$ cat config.mk
export PLATFORM = sky130hd
export DESIGN_NAME = fetch_align_top
export DESIGN_NICKNAME = d
export VERILOG_FILES = /design/src/source/fetch_align_pkg.sv /design/src/source/fetch_word_if.sv /design/src/source/issue_if.sv /design/src/source/fetch_align_top.sv /design/src/source/fetch_prefetch_buffer.sv /design/src/source/instr_aligner.sv /design/src/source/issue_stage_reg.sv
export VERILOG_INCLUDE_DIRS = /design/src /design/src/source
export SDC_FILE = /design/constraint.sdc
export NUM_CORES = 1
export LEC_CHECK = 0
export BUFFER_PORTS_ARGS = -buffer_cell sky130_fd_sc_hd__buf_2
export CAP_MARGIN = 0
export CELL_PAD_IN_SITES_DETAIL_PLACEMENT = 0
export CELL_PAD_IN_SITES_GLOBAL_PLACEMENT = 2
export CORE_UTILIZATION = 42
export CTS_CLUSTER_SIZE = 16
export DETAILED_ROUTE_END_ITERATION = 8
export GPL_TIMING_DRIVEN = 1
export PLACE_DENSITY_LB_ADDON = 0.1
export RECOVER_POWER = 100
export SLEW_MARGIN = 5
export SYNTH_ARGS = -nofsm -noshare
export SYNTH_HDL_FRONTEND = slang
export SYNTH_SLANG_ARGS = --single-unit
$ cat constraint.sdc
create_clock -name clk -period 10.1 [get_ports clk]
set_input_delay 3.03 -clock clk [delete_from_list [all_inputs] [get_ports clk]]
set_output_delay 3.03 -clock clk [all_outputs]
set_load 0.03 [all_outputs]
$ cat src/source/fetch_align_macros.svh
/*
  Fetch front end parameters
  Word width, reset program counter and prefetch queue depth
  shared by the package and the RTL blocks
*/
`ifndef FETCH_ALIGN_MACROS_SVH
`define FETCH_ALIGN_MACROS_SVH

// width of one memory word and of one uncompressed instruction
`define FA_WORD_W 32

// first pc fetched and issued after reset
`define FA_RESET_PC 32'h0000_0000

// number of words the prefetch buffer may own at once
// this counts both queued words and requests still in flight
// two is enough for back-to-back fetch, four also works
`define FA_PF_DEPTH 2

`endif

$ cat src/source/fetch_align_pkg.sv
/*
  Fetch front end types
  Vector types for words, parcels and addresses, and the
  state encoding of the instruction aligner
*/
`include "fetch_align_macros.svh"

package fetch_align_pkg;

  // one aligned word as returned by instruction memory
  typedef logic [`FA_WORD_W-1:0] word_t;
  // one instruction, a compressed one sits zero-extended in the low half
  typedef logic [`FA_WORD_W-1:0] instr_t;
  // one 16-bit instruction parcel
  typedef logic [15:0] half_t;
  // byte address
  typedef logic [31:0] addr_t;

  // aligner states, named after the alignment of the last instruction taken
  typedef enum logic [2:0] {
    ALIGNED32,
    ALIGNED16,
    MISALIGNED32,
    MISALIGNED16,
    BRANCH_MISALIGNED,
    WAIT_VALID_BRANCH
  } align_state_e;

endpackage

$ cat src/source/fetch_word_if.sv
/*
  Fetched word channel
  Carries the head of the prefetch queue to the aligner and the
  hold, advance and branch strobes back to the queue
*/
`timescale 1ns/100ps

interface fetch_word_if;
  import fetch_align_pkg::*;

  // head of the queue and its valid level
  word_t word;
  logic  valid;
  // aligner keeps the head in place for one more cycle
  logic  hold;
  // aligner moved on and the head may be popped
  logic  advance;
  // flush the queue and restart fetch at the target word
  logic  branch;
  addr_t branch_addr;

  modport buffer (
    output word, valid,
    input  hold, advance, branch, branch_addr
  );

  modport aligner (
    input  word, valid,
    output hold, advance, branch, branch_addr
  );

endinterface

$ cat src/source/issue_if.sv
/*
  Aligned instruction channel
  Carries one instruction with its pc and compressed flag from the
  aligner to the issue register, and the take level back
*/
`timescale 1ns/100ps

interface issue_if;
  import fetch_align_pkg::*;

  instr_t instr;
  addr_t  pc;
  logic   compressed;
  logic   valid;
  // the issue register can accept an instruction in this cycle
  // during a branch the valid line means the stalled slot is kept
  logic   take;

  modport source (
    output instr, pc, compressed, valid,
    input  take
  );

  modport sink (
    input  instr, pc, compressed, valid,
    output take
  );

endinterface

$ cat src/source/fetch_align_top.sv
/*
  Instruction fetch front end
  Prefetch buffer, aligner and issue register wired together,
  with plain ports towards memory, control and decode
*/
`timescale 1ns/100ps
`include "fetch_align_macros.svh"

module fetch_align_top (
  input  logic                    clk,
  input  logic                    rst_n,
  // instruction memory, one in-order response per request
  output logic                    mem_req_o,
  output fetch_align_pkg::addr_t  mem_addr_o,
  input  fetch_align_pkg::word_t  mem_rdata_i,
  input  logic                    mem_rvalid_i,
  // redirect and pipeline control
  input  logic                    branch_i,
  input  fetch_align_pkg::addr_t  branch_addr_i,
  input  logic                    branch_is_jump_i,
  input  logic                    hold_state_i,
  input  logic                    id_ready_i,
  // towards decode
  output fetch_align_pkg::instr_t id_instr_o,
  output fetch_align_pkg::addr_t  id_pc_o,
  output logic                    id_compressed_o,
  output logic                    id_valid_o
);

  fetch_word_if u_fw_if ();
  issue_if      u_is_if ();

  // word fetch and queue
  fetch_prefetch_buffer #(
    .PF_DEPTH (`FA_PF_DEPTH)
  ) u_prefetch (
    .clk          (clk),
    .rst_n        (rst_n),
    .mem_req_o    (mem_req_o),
    .mem_addr_o   (mem_addr_o),
    .mem_rdata_i  (mem_rdata_i),
    .mem_rvalid_i (mem_rvalid_i),
    .fw           (u_fw_if.buffer)
  );

  // the aligner also forwards the branch to the queue
  instr_aligner u_aligner (
    .clk              (clk),
    .rst_n            (rst_n),
    .fw               (u_fw_if.aligner),
    .is               (u_is_if.source),
    .branch_i         (branch_i),
    .branch_addr_i    (branch_addr_i),
    .branch_is_jump_i (branch_is_jump_i),
    .hold_state_i     (hold_state_i)
  );

  issue_stage_reg u_issue (
    .clk             (clk),
    .rst_n           (rst_n),
    .is              (u_is_if.sink),
    .id_ready_i      (id_ready_i),
    .branch_i        (branch_i),
    .id_instr_o      (id_instr_o),
    .id_pc_o         (id_pc_o),
    .id_compressed_o (id_compressed_o),
    .id_valid_o      (id_valid_o)
  );

endmodule

$ cat src/source/fetch_prefetch_buffer.sv
/*
  Prefetch buffer
  Requests aligned words from instruction memory, counts the
  responses in flight and queues the returned words for the aligner.
  A branch flushes the queue and marks the outstanding responses
  as stale so they are dropped on arrival
*/
`timescale 1ns/100ps
`include "fetch_align_macros.svh"

module fetch_prefetch_buffer #(
  parameter int unsigned PF_DEPTH = `FA_PF_DEPTH
) (
  input  logic                   clk,
  input  logic                   rst_n,
  output logic                   mem_req_o,
  output fetch_align_pkg::addr_t mem_addr_o,
  input  fetch_align_pkg::word_t mem_rdata_i,
  input  logic                   mem_rvalid_i,
  fetch_word_if.buffer           fw
);
  import fetch_align_pkg::*;

  localparam int unsigned CNT_W = $clog2(PF_DEPTH + 1);
  localparam int unsigned PTR_W = (PF_DEPTH > 1) ? $clog2(PF_DEPTH) : 1;

  word_t            queue_mem [PF_DEPTH];
  logic [PTR_W-1:0] wr_ptr_q;
  logic [PTR_W-1:0] rd_ptr_q;
  logic [CNT_W-1:0] q_cnt_q;
  logic [CNT_W-1:0] inflight_q;
  logic [CNT_W-1:0] drop_q;
  logic [CNT_W:0]   occupancy;
  addr_t            req_addr_q;
  logic             run_q;
  logic             push;
  logic             pop;

  ////////////////////////////////////////
  // request side
  ////////////////////////////////////////

  // every word we own, queued or still on the bus
  assign occupancy  = inflight_q + q_cnt_q;
  // no request in the branch cycle, the address is being reloaded
  assign mem_req_o  = run_q && !fw.branch && (occupancy < (CNT_W + 1)'(PF_DEPTH));
  assign mem_addr_o = req_addr_q;

  ////////////////////////////////////////
  // queue side
  ////////////////////////////////////////

  // stale responses are swallowed until the drop count runs out
  assign push = mem_rvalid_i && (drop_q == '0) && !fw.branch;
  // a hold from the aligner keeps the head for the next parcel
  assign pop  = fw.advance && !fw.hold && (q_cnt_q != '0) && !fw.branch;

  assign fw.valid = (q_cnt_q != '0);
  assign fw.word  = queue_mem[rd_ptr_q];

  always_ff @(posedge clk or negedge rst_n) begin
    if (!rst_n) begin
      run_q      <= 1'b0;
      req_addr_q <= `FA_RESET_PC;
      inflight_q <= '0;
      drop_q     <= '0;
      q_cnt_q    <= '0;
      wr_ptr_q   <= '0;
      rd_ptr_q   <= '0;
    end else begin
      // requests start one cycle after reset is released
      run_q      <= 1'b1;
      inflight_q <= inflight_q + CNT_W'(mem_req_o) - CNT_W'(mem_rvalid_i);
      if (fw.branch) begin
        // everything still on the bus belongs to the old stream
        req_addr_q <= {fw.branch_addr[31:2], 2'b00};
        drop_q     <= inflight_q - CNT_W'(mem_rvalid_i);
        q_cnt_q    <= '0;
        wr_ptr_q   <= '0;
        rd_ptr_q   <= '0;
      end else begin
        if (mem_req_o) begin
          req_addr_q <= req_addr_q + addr_t'(4);
        end
        if (mem_rvalid_i && (drop_q != '0)) begin
          drop_q <= drop_q - 1'b1;
        end
        if (push) begin
          wr_ptr_q <= (wr_ptr_q == PTR_W'(PF_DEPTH - 1)) ? '0 : wr_ptr_q + 1'b1;
        end
        if (pop) begin
          rd_ptr_q <= (rd_ptr_q == PTR_W'(PF_DEPTH - 1)) ? '0 : rd_ptr_q + 1'b1;
        end
        if (push && !pop) begin
          q_cnt_q <= q_cnt_q + 1'b1;
        end else if (pop && !push) begin
          q_cnt_q <= q_cnt_q - 1'b1;
        end
      end
    end
  end

  // queue storage
  always_ff @(posedge clk) begin
    if (push) begin
      queue_mem[wr_ptr_q] <= mem_rdata_i;
    end
  end

  // memory must answer only what was asked, and there is always room for it
  a_no_overflow: assert property (
    @(posedge clk) disable iff (!rst_n)
    mem_rvalid_i |-> (inflight_q != '0) && (q_cnt_q < CNT_W'(PF_DEPTH))
  );

endmodule

$ cat src/source/instr_aligner.sv
/*
  Instruction aligner
  Cuts the fetched word stream into 16-bit and 32-bit instructions,
  keeps the upper parcel of the last word for instructions that
  straddle a word boundary, and tracks the pc of the offered one.
  Handles misaligned branch targets, a jump parked during a decode
  stall, and the one-cycle pc freeze after an ecall
*/
`timescale 1ns/100ps
`include "fetch_align_macros.svh"

module instr_aligner (
  input  logic                   clk,
  input  logic                   rst_n,
  fetch_word_if.aligner          fw,
  issue_if.source                is,
  input  logic                   branch_i,
  input  fetch_align_pkg::addr_t branch_addr_i,
  input  logic                   branch_is_jump_i,
  input  logic                   hold_state_i
);
  import fetch_align_pkg::*;

  align_state_e state_q;
  align_state_e state_n;
  half_t        upper_q;
  addr_t        pc_q;
  addr_t        pc_n;
  addr_t        pc_plus2;
  addr_t        pc_plus4;
  instr_t       jump_instr_q;
  addr_t        jump_addr_q;
  logic         hold_q;
  logic         update;
  logic         park;
  instr_t       instr_c;
  logic         valid_c;
  logic         compressed_c;
  logic         hold_c;

  assign pc_plus2 = pc_q + addr_t'(2);
  assign pc_plus4 = pc_q + addr_t'(4);

  // a jump under a decode stall is parked until the issue register drains
  assign park = branch_i && branch_is_jump_i && !is.take;

  ////////////////////////////////////////
  // state and pc
  ////////////////////////////////////////

  always_ff @(posedge clk or negedge rst_n) begin
    if (!rst_n) begin
      state_q <= ALIGNED32;
      pc_q    <= `FA_RESET_PC;
      hold_q  <= 1'b0;
    end else if (update) begin
      state_q <= state_n;
      pc_q    <= pc_n;
      // the held word is flushed anyway on a branch
      hold_q  <= hold_c && !branch_i;
    end
  end

  // upper parcel of the current word and the parked jump slot
  always_ff @(posedge clk) begin
    if (update) begin
      upper_q <= fw.word[31:16];
    end
    if (park) begin
      jump_instr_q <= instr_c;
      jump_addr_q  <= branch_addr_i;
    end
  end

  ////////////////////////////////////////
  // next state decode
  ////////////////////////////////////////

  always_comb begin
    state_n      = state_q;
    pc_n         = pc_q;
    instr_c      = fw.word;
    valid_c      = fw.valid;
    compressed_c = 1'b0;
    hold_c       = 1'b0;
    update       = 1'b0;

    unique case (state_q)
      // next instruction starts at the low half of the incoming word
      ALIGNED32, MISALIGNED16: begin
        // after a hold the word is still at the queue head
        valid_c = fw.valid || ((state_q == MISALIGNED16) && hold_q);
        update  = valid_c && is.take && !hold_state_i;
        if (fw.word[1:0] == 2'b11) begin
          state_n = ALIGNED32;
          pc_n    = pc_plus4;
        end else begin
          state_n      = ALIGNED16;
          pc_n         = pc_plus2;
          instr_c      = {16'b0, fw.word[15:0]};
          compressed_c = 1'b1;
        end
      end

      // next instruction starts at the stored upper parcel
      ALIGNED16, MISALIGNED32: begin
        if (upper_q[1:0] == 2'b11) begin
          // straddles the word boundary, low half comes from the new word
          state_n = MISALIGNED32;
          pc_n    = pc_plus4;
          instr_c = {fw.word[15:0], upper_q};
          update  = fw.valid && is.take && !hold_state_i;
        end else begin
          // the stored parcel is a whole instruction on its own
          state_n      = MISALIGNED16;
          pc_n         = pc_plus2;
          instr_c      = {16'b0, upper_q};
          compressed_c = 1'b1;
          valid_c      = 1'b1;
          // incoming word is untouched, keep it in the queue
          hold_c       = fw.valid;
          update       = is.take && !hold_state_i;
        end
      end

      // the target sits in the upper half of the first word
      BRANCH_MISALIGNED: begin
        update = fw.valid && is.take && !hold_state_i;
        if (fw.word[17:16] == 2'b11) begin
          // only half of it is here, store it and wait for the next word
          state_n = MISALIGNED32;
          valid_c = 1'b0;
        end else begin
          state_n      = ALIGNED32;
          pc_n         = pc_plus2;
          instr_c      = {16'b0, fw.word[31:16]};
          compressed_c = 1'b1;
        end
      end

      // decode still holds the jump, the slot behind it is never issued
      WAIT_VALID_BRANCH: begin
        state_n      = jump_addr_q[1] ? BRANCH_MISALIGNED : ALIGNED32;
        pc_n         = jump_addr_q;
        instr_c      = jump_instr_q;
        compressed_c = (jump_instr_q[1:0] != 2'b11);
        valid_c      = 1'b0;
        update       = is.take;
      end

      default: begin
        state_n = ALIGNED32;
      end
    endcase

    // a branch always moves the aligner, the queue restarts underneath
    if (branch_i) begin
      update = 1'b1;
      if (park) begin
        state_n = WAIT_VALID_BRANCH;
        pc_n    = pc_q;
      end else begin
        state_n = branch_addr_i[1] ? BRANCH_MISALIGNED : ALIGNED32;
        pc_n    = branch_addr_i;
      end
    end
  end

  ////////////////////////////////////////
  // outputs
  ////////////////////////////////////////

  assign fw.hold        = hold_c;
  // the parked slot keeps the queue head, the target word must stay
  assign fw.advance     = update && !branch_i && (state_q != WAIT_VALID_BRANCH);
  assign fw.branch      = branch_i;
  assign fw.branch_addr = branch_addr_i;

  assign is.instr      = instr_c;
  assign is.pc         = pc_q;
  assign is.compressed = compressed_c;
  // during a branch valid tells the issue register to keep its stalled jump
  assign is.valid      = branch_i ? park : (valid_c && !hold_state_i);

  // branch targets come from a halfword aligned instruction set
  a_target_half: assert property (
    @(posedge clk) disable iff (!rst_n)
    branch_i |-> !branch_addr_i[0]
  );

  // a held word must still be at the queue head in the next cycle
  a_hold_keeps_word: assert property (
    @(posedge clk) disable iff (!rst_n)
    (fw.hold && !branch_i) |=> fw.valid
  );

  a_state_legal: assert property (
    @(posedge clk) disable iff (!rst_n)
    state_q inside {ALIGNED32, ALIGNED16, MISALIGNED32, MISALIGNED16,
                    BRANCH_MISALIGNED, WAIT_VALID_BRANCH}
  );

endmodule

$ cat src/source/issue_stage_reg.sv
/*
  Issue register
  One-entry holding register between the aligner and decode.
  Tells the aligner when it may advance and keeps a stalled jump
  alive across its own branch
*/
`timescale 1ns/100ps

module issue_stage_reg (
  input  logic                    clk,
  input  logic                    rst_n,
  issue_if.sink                   is,
  input  logic                    id_ready_i,
  input  logic                    branch_i,
  output fetch_align_pkg::instr_t id_instr_o,
  output fetch_align_pkg::addr_t  id_pc_o,
  output logic                    id_compressed_o,
  output logic                    id_valid_o
);
  import fetch_align_pkg::*;

  instr_t instr_q;
  addr_t  pc_q;
  logic   compressed_q;
  logic   valid_q;

  // free now, or decode takes the current entry in this cycle
  assign is.take = !valid_q || id_ready_i;

  always_ff @(posedge clk or negedge rst_n) begin
    if (!rst_n) begin
      valid_q <= 1'b0;
    end else if (branch_i) begin
      // keep the entry only when it is a stalled jump being parked
      valid_q <= !is.take && is.valid;
    end else if (is.take) begin
      valid_q <= is.valid;
    end
  end

  // the offer in a branch cycle belongs to the old stream
  always_ff @(posedge clk) begin
    if (!branch_i && is.take && is.valid) begin
      instr_q      <= is.instr;
      pc_q         <= is.pc;
      compressed_q <= is.compressed;
    end
  end

  assign id_instr_o      = instr_q;
  assign id_pc_o         = pc_q;
  assign id_compressed_o = compressed_q;
  assign id_valid_o      = valid_q;

  // decode sees a steady instruction until it accepts it
  a_hold_stable: assert property (
    @(posedge clk) disable iff (!rst_n)
    (id_valid_o && !id_ready_i && !branch_i) |=>
      id_valid_o && $stable(id_instr_o) && $stable(id_pc_o) && $stable(id_compressed_o)
  );

endmodule
==> qor.csv <==
metric;value;unit
cap_viol_max_count;12;
dieWidth;179;µm
fin_crit;8370;ps
yosys_warnings;0;
htreeDepth;1;
globalRouteOverflowTotal;0;
cts_tree;yes;
setup.worst_path.start_class;primary input;
synth_most_common_cell;edfxtp_1;
synth_edf_count;209;
cts_num_sinks;285;
rr_startpoint;u_prefetch.rd_ptr_q;
io_pins;170;
peakVddDrop;0.143;mV
cts_root_buffer;clkbuf_16;
die_h;179;µm
ys.flop_type;edfxtp_1;
dp.cells;1605;
critPathCaptureType;output pin;
worst_pin_slew;3500;ps
skew;13.1;ps
p_per_area;270;mW/mm²
path_max_fanout;36;
synth_cell_types;84;
power;4.08;mW
synth_commonest_cells;edfxtp_1, nand2_1, dfrtp_1;
antenna_found_initial;1;
dp_worst_setup_slack;3020;ps
synth_cells;1093;
drc;0;
cts.hold.buffers_added;0;
finalSetupViolCount;0;
wl_per_cell;23.3;µm
min_from;u_aligner.is.pc[0];
status;complete, but fails checks;
utilization;49.2;%
ant_nets;0;
cp.required;7070;ps
instances_no_fill;1662;
setup_tns;0;ps
postCtsSetupRepairBufs;0;
synth_top_area_share;47.8;%
seq_area_frac_synth;62.3;%
vias;9717;
fmax;119;MHz
clk_path_buf_depth;3;
clk_pin_slew;60;ps
area_growth;14.9;%
ys_seq_elements;285;
vias_per_cell;5.85;
grt_max_degree;62;
dr.pass1.iters;5;
relSlewSlack;-133;%
async_flop_share;26.7;%
drt-initial-drc-count;968;
critical_path_arrival;5340;ps
numPortBuffers;167;
synth_area_per_cell;12.0;µm²
globalplace.congestion;0.828;
violations;max-capacitance violations, max-slew violations;
synth_top_area_cell;edfxtp_1;
cp-startpoint;branch_i;
drt_wl_total;38800;µm
hold_viol;0;
slew_violations;438;
grt_pass1_wl;58000;µm
drive_gt1_share;7.03;%
worst-setup-path-type;primary input to output pin;
num_antenna_cells;0;
min_period_over_period;82.9;%
cts_resized;0;
grt_usage;24.4;%
nets;1321;
cts_buffers;31;
timing.final.ws_setup;1730;ps
dp.final_hpwl;25500;µm
initial_utilization;42.8;%
die-area;0.0320;mm²
synthTopCellsByArea;edfxtp_1, dfrtp_1, nand2_1;
synth.cell_area;0.0131;mm²
insertion_delay;580;ps
hp-class;flop to flop;
grt_pass1_vias;9271;
power.leakage;5.11;nW
fp-row-count;64;
coreArea;0.0307;mm²
rsz0062_at_grt;false;
-- registers in the layout (all words and copies together) (netlist names), 2 cells and up --
name                    flops
u_prefetch.q_cnt_q          2
u_aligner.is.pc            32
u_aligner.upper_q          16
u_aligner.jump_addr_q      32
u_prefetch.mem_addr_o      30
u_aligner.state_q           3
u_prefetch.inflight_q       2
u_issue.id_instr_o         32
u_prefetch.drop_q           2
u_aligner.jump_instr_q     32
u_prefetch.queue_mem       64
u_issue.id_pc_o            32
-- layout make-up --
class | instances | area (µm²)
clock inverter | 15 | 118
tap | 396 | 495
sequential | 285 | 8180
multi-input combinational | 704 | 4520
inverter | 38 | 143
timing repair buffer | 182 | 721
fill | 2888 | 15600
clock buffer | 42 | 901
-- cells by family after synthesis --
logic type	count (synthesis)	share of synthesized area, %
and+or+nand+nor	326	12.5
AOI/OAI and AO/OA	285	15.1
DFF	285	62.3
buffers and inverters	105	3.23
xor gates and xnor gates	42	2.86
muxes	40	3.13
adders and majority gates	8	0.820
other	2	0.0572
-- routing by layer --
metal | vias to the layer above | part of all wire (%) | wire length [µm] | GRT usage, %
met4 | 0 | 1.4 | 538 | 5.16
met2 | 351 | 43 | 16800 | 36.0
li1 | 4495 | - | - | -
met3 | 49 | 6.5 | 2530 | 3.84
met1 | 4822 | 49 | 18900 | 37.5
met5 | - | 0 | 0 | 0
-- per-stage QoR --
step | hold slack (ps) | cell area, µm²
final | 494 | 15100
after detailed placement | 484 | 14300
after CTS | 492 | 15300
after global routing | 500 | 15100
after global placement | 459 | 14300
after floorplan | 420 | 13100
-- critical path: stages --
cell and delay (ps):
buf_2 70, clkbuf_1 1510, inv_1 210, nand2_1 170, inv_1 100, clkbuf_1 230
-- power by group --
group / internal (mW) / total, mW / switching, mW
sequential: 1.52 / 1.76 / 0.244
clock: 0.651 / 1.12 / 0.469
combinational: 0.379 / 1.19 / 0.815
-- path summary, 6_finish.rpt --
path,slack (ps),depth (start not counted),end
worst max-delay path,1730,6,mem_req_o
worst max register to register,3860,7,u_aligner.is.pc[0]
max in group asynchronous,3660,2,u_aligner.is.pc[6]
min in group asynchronous,2980,1,u_prefetch.mem_addr_o[30]
worst min-delay path,490,0,u_issue.id_pc_o[0]
worst min register to register,490,0,u_issue.id_pc_o[0]
-- placed cells by master (no fill, tap or decap), types with 8 or more instances in the layout --
cell type and n:
nand4_1 19, a21oi_1 54, a22oi_1 20, o211ai_1 13, nor3_1 23, nand2b_1 8, clkbuf_1 164, dfrtp_1 75
xor2_1 15, nand3_1 39, mux2i_1 35, a21o_1 8, and2_1 9, a211oi_1 16, clkbuf_16 34, xnor2_1 26
buf_2 21, edfxtp_1 209, inv_1 37, o21ai_0 42, o22ai_1 15, nor2_1 57, a221oi_1 8, o221ai_1 32
and3_1 13, nand2_1 105, nor4_1 11
No activity file was read; power rests on OpenSTA's default activity.
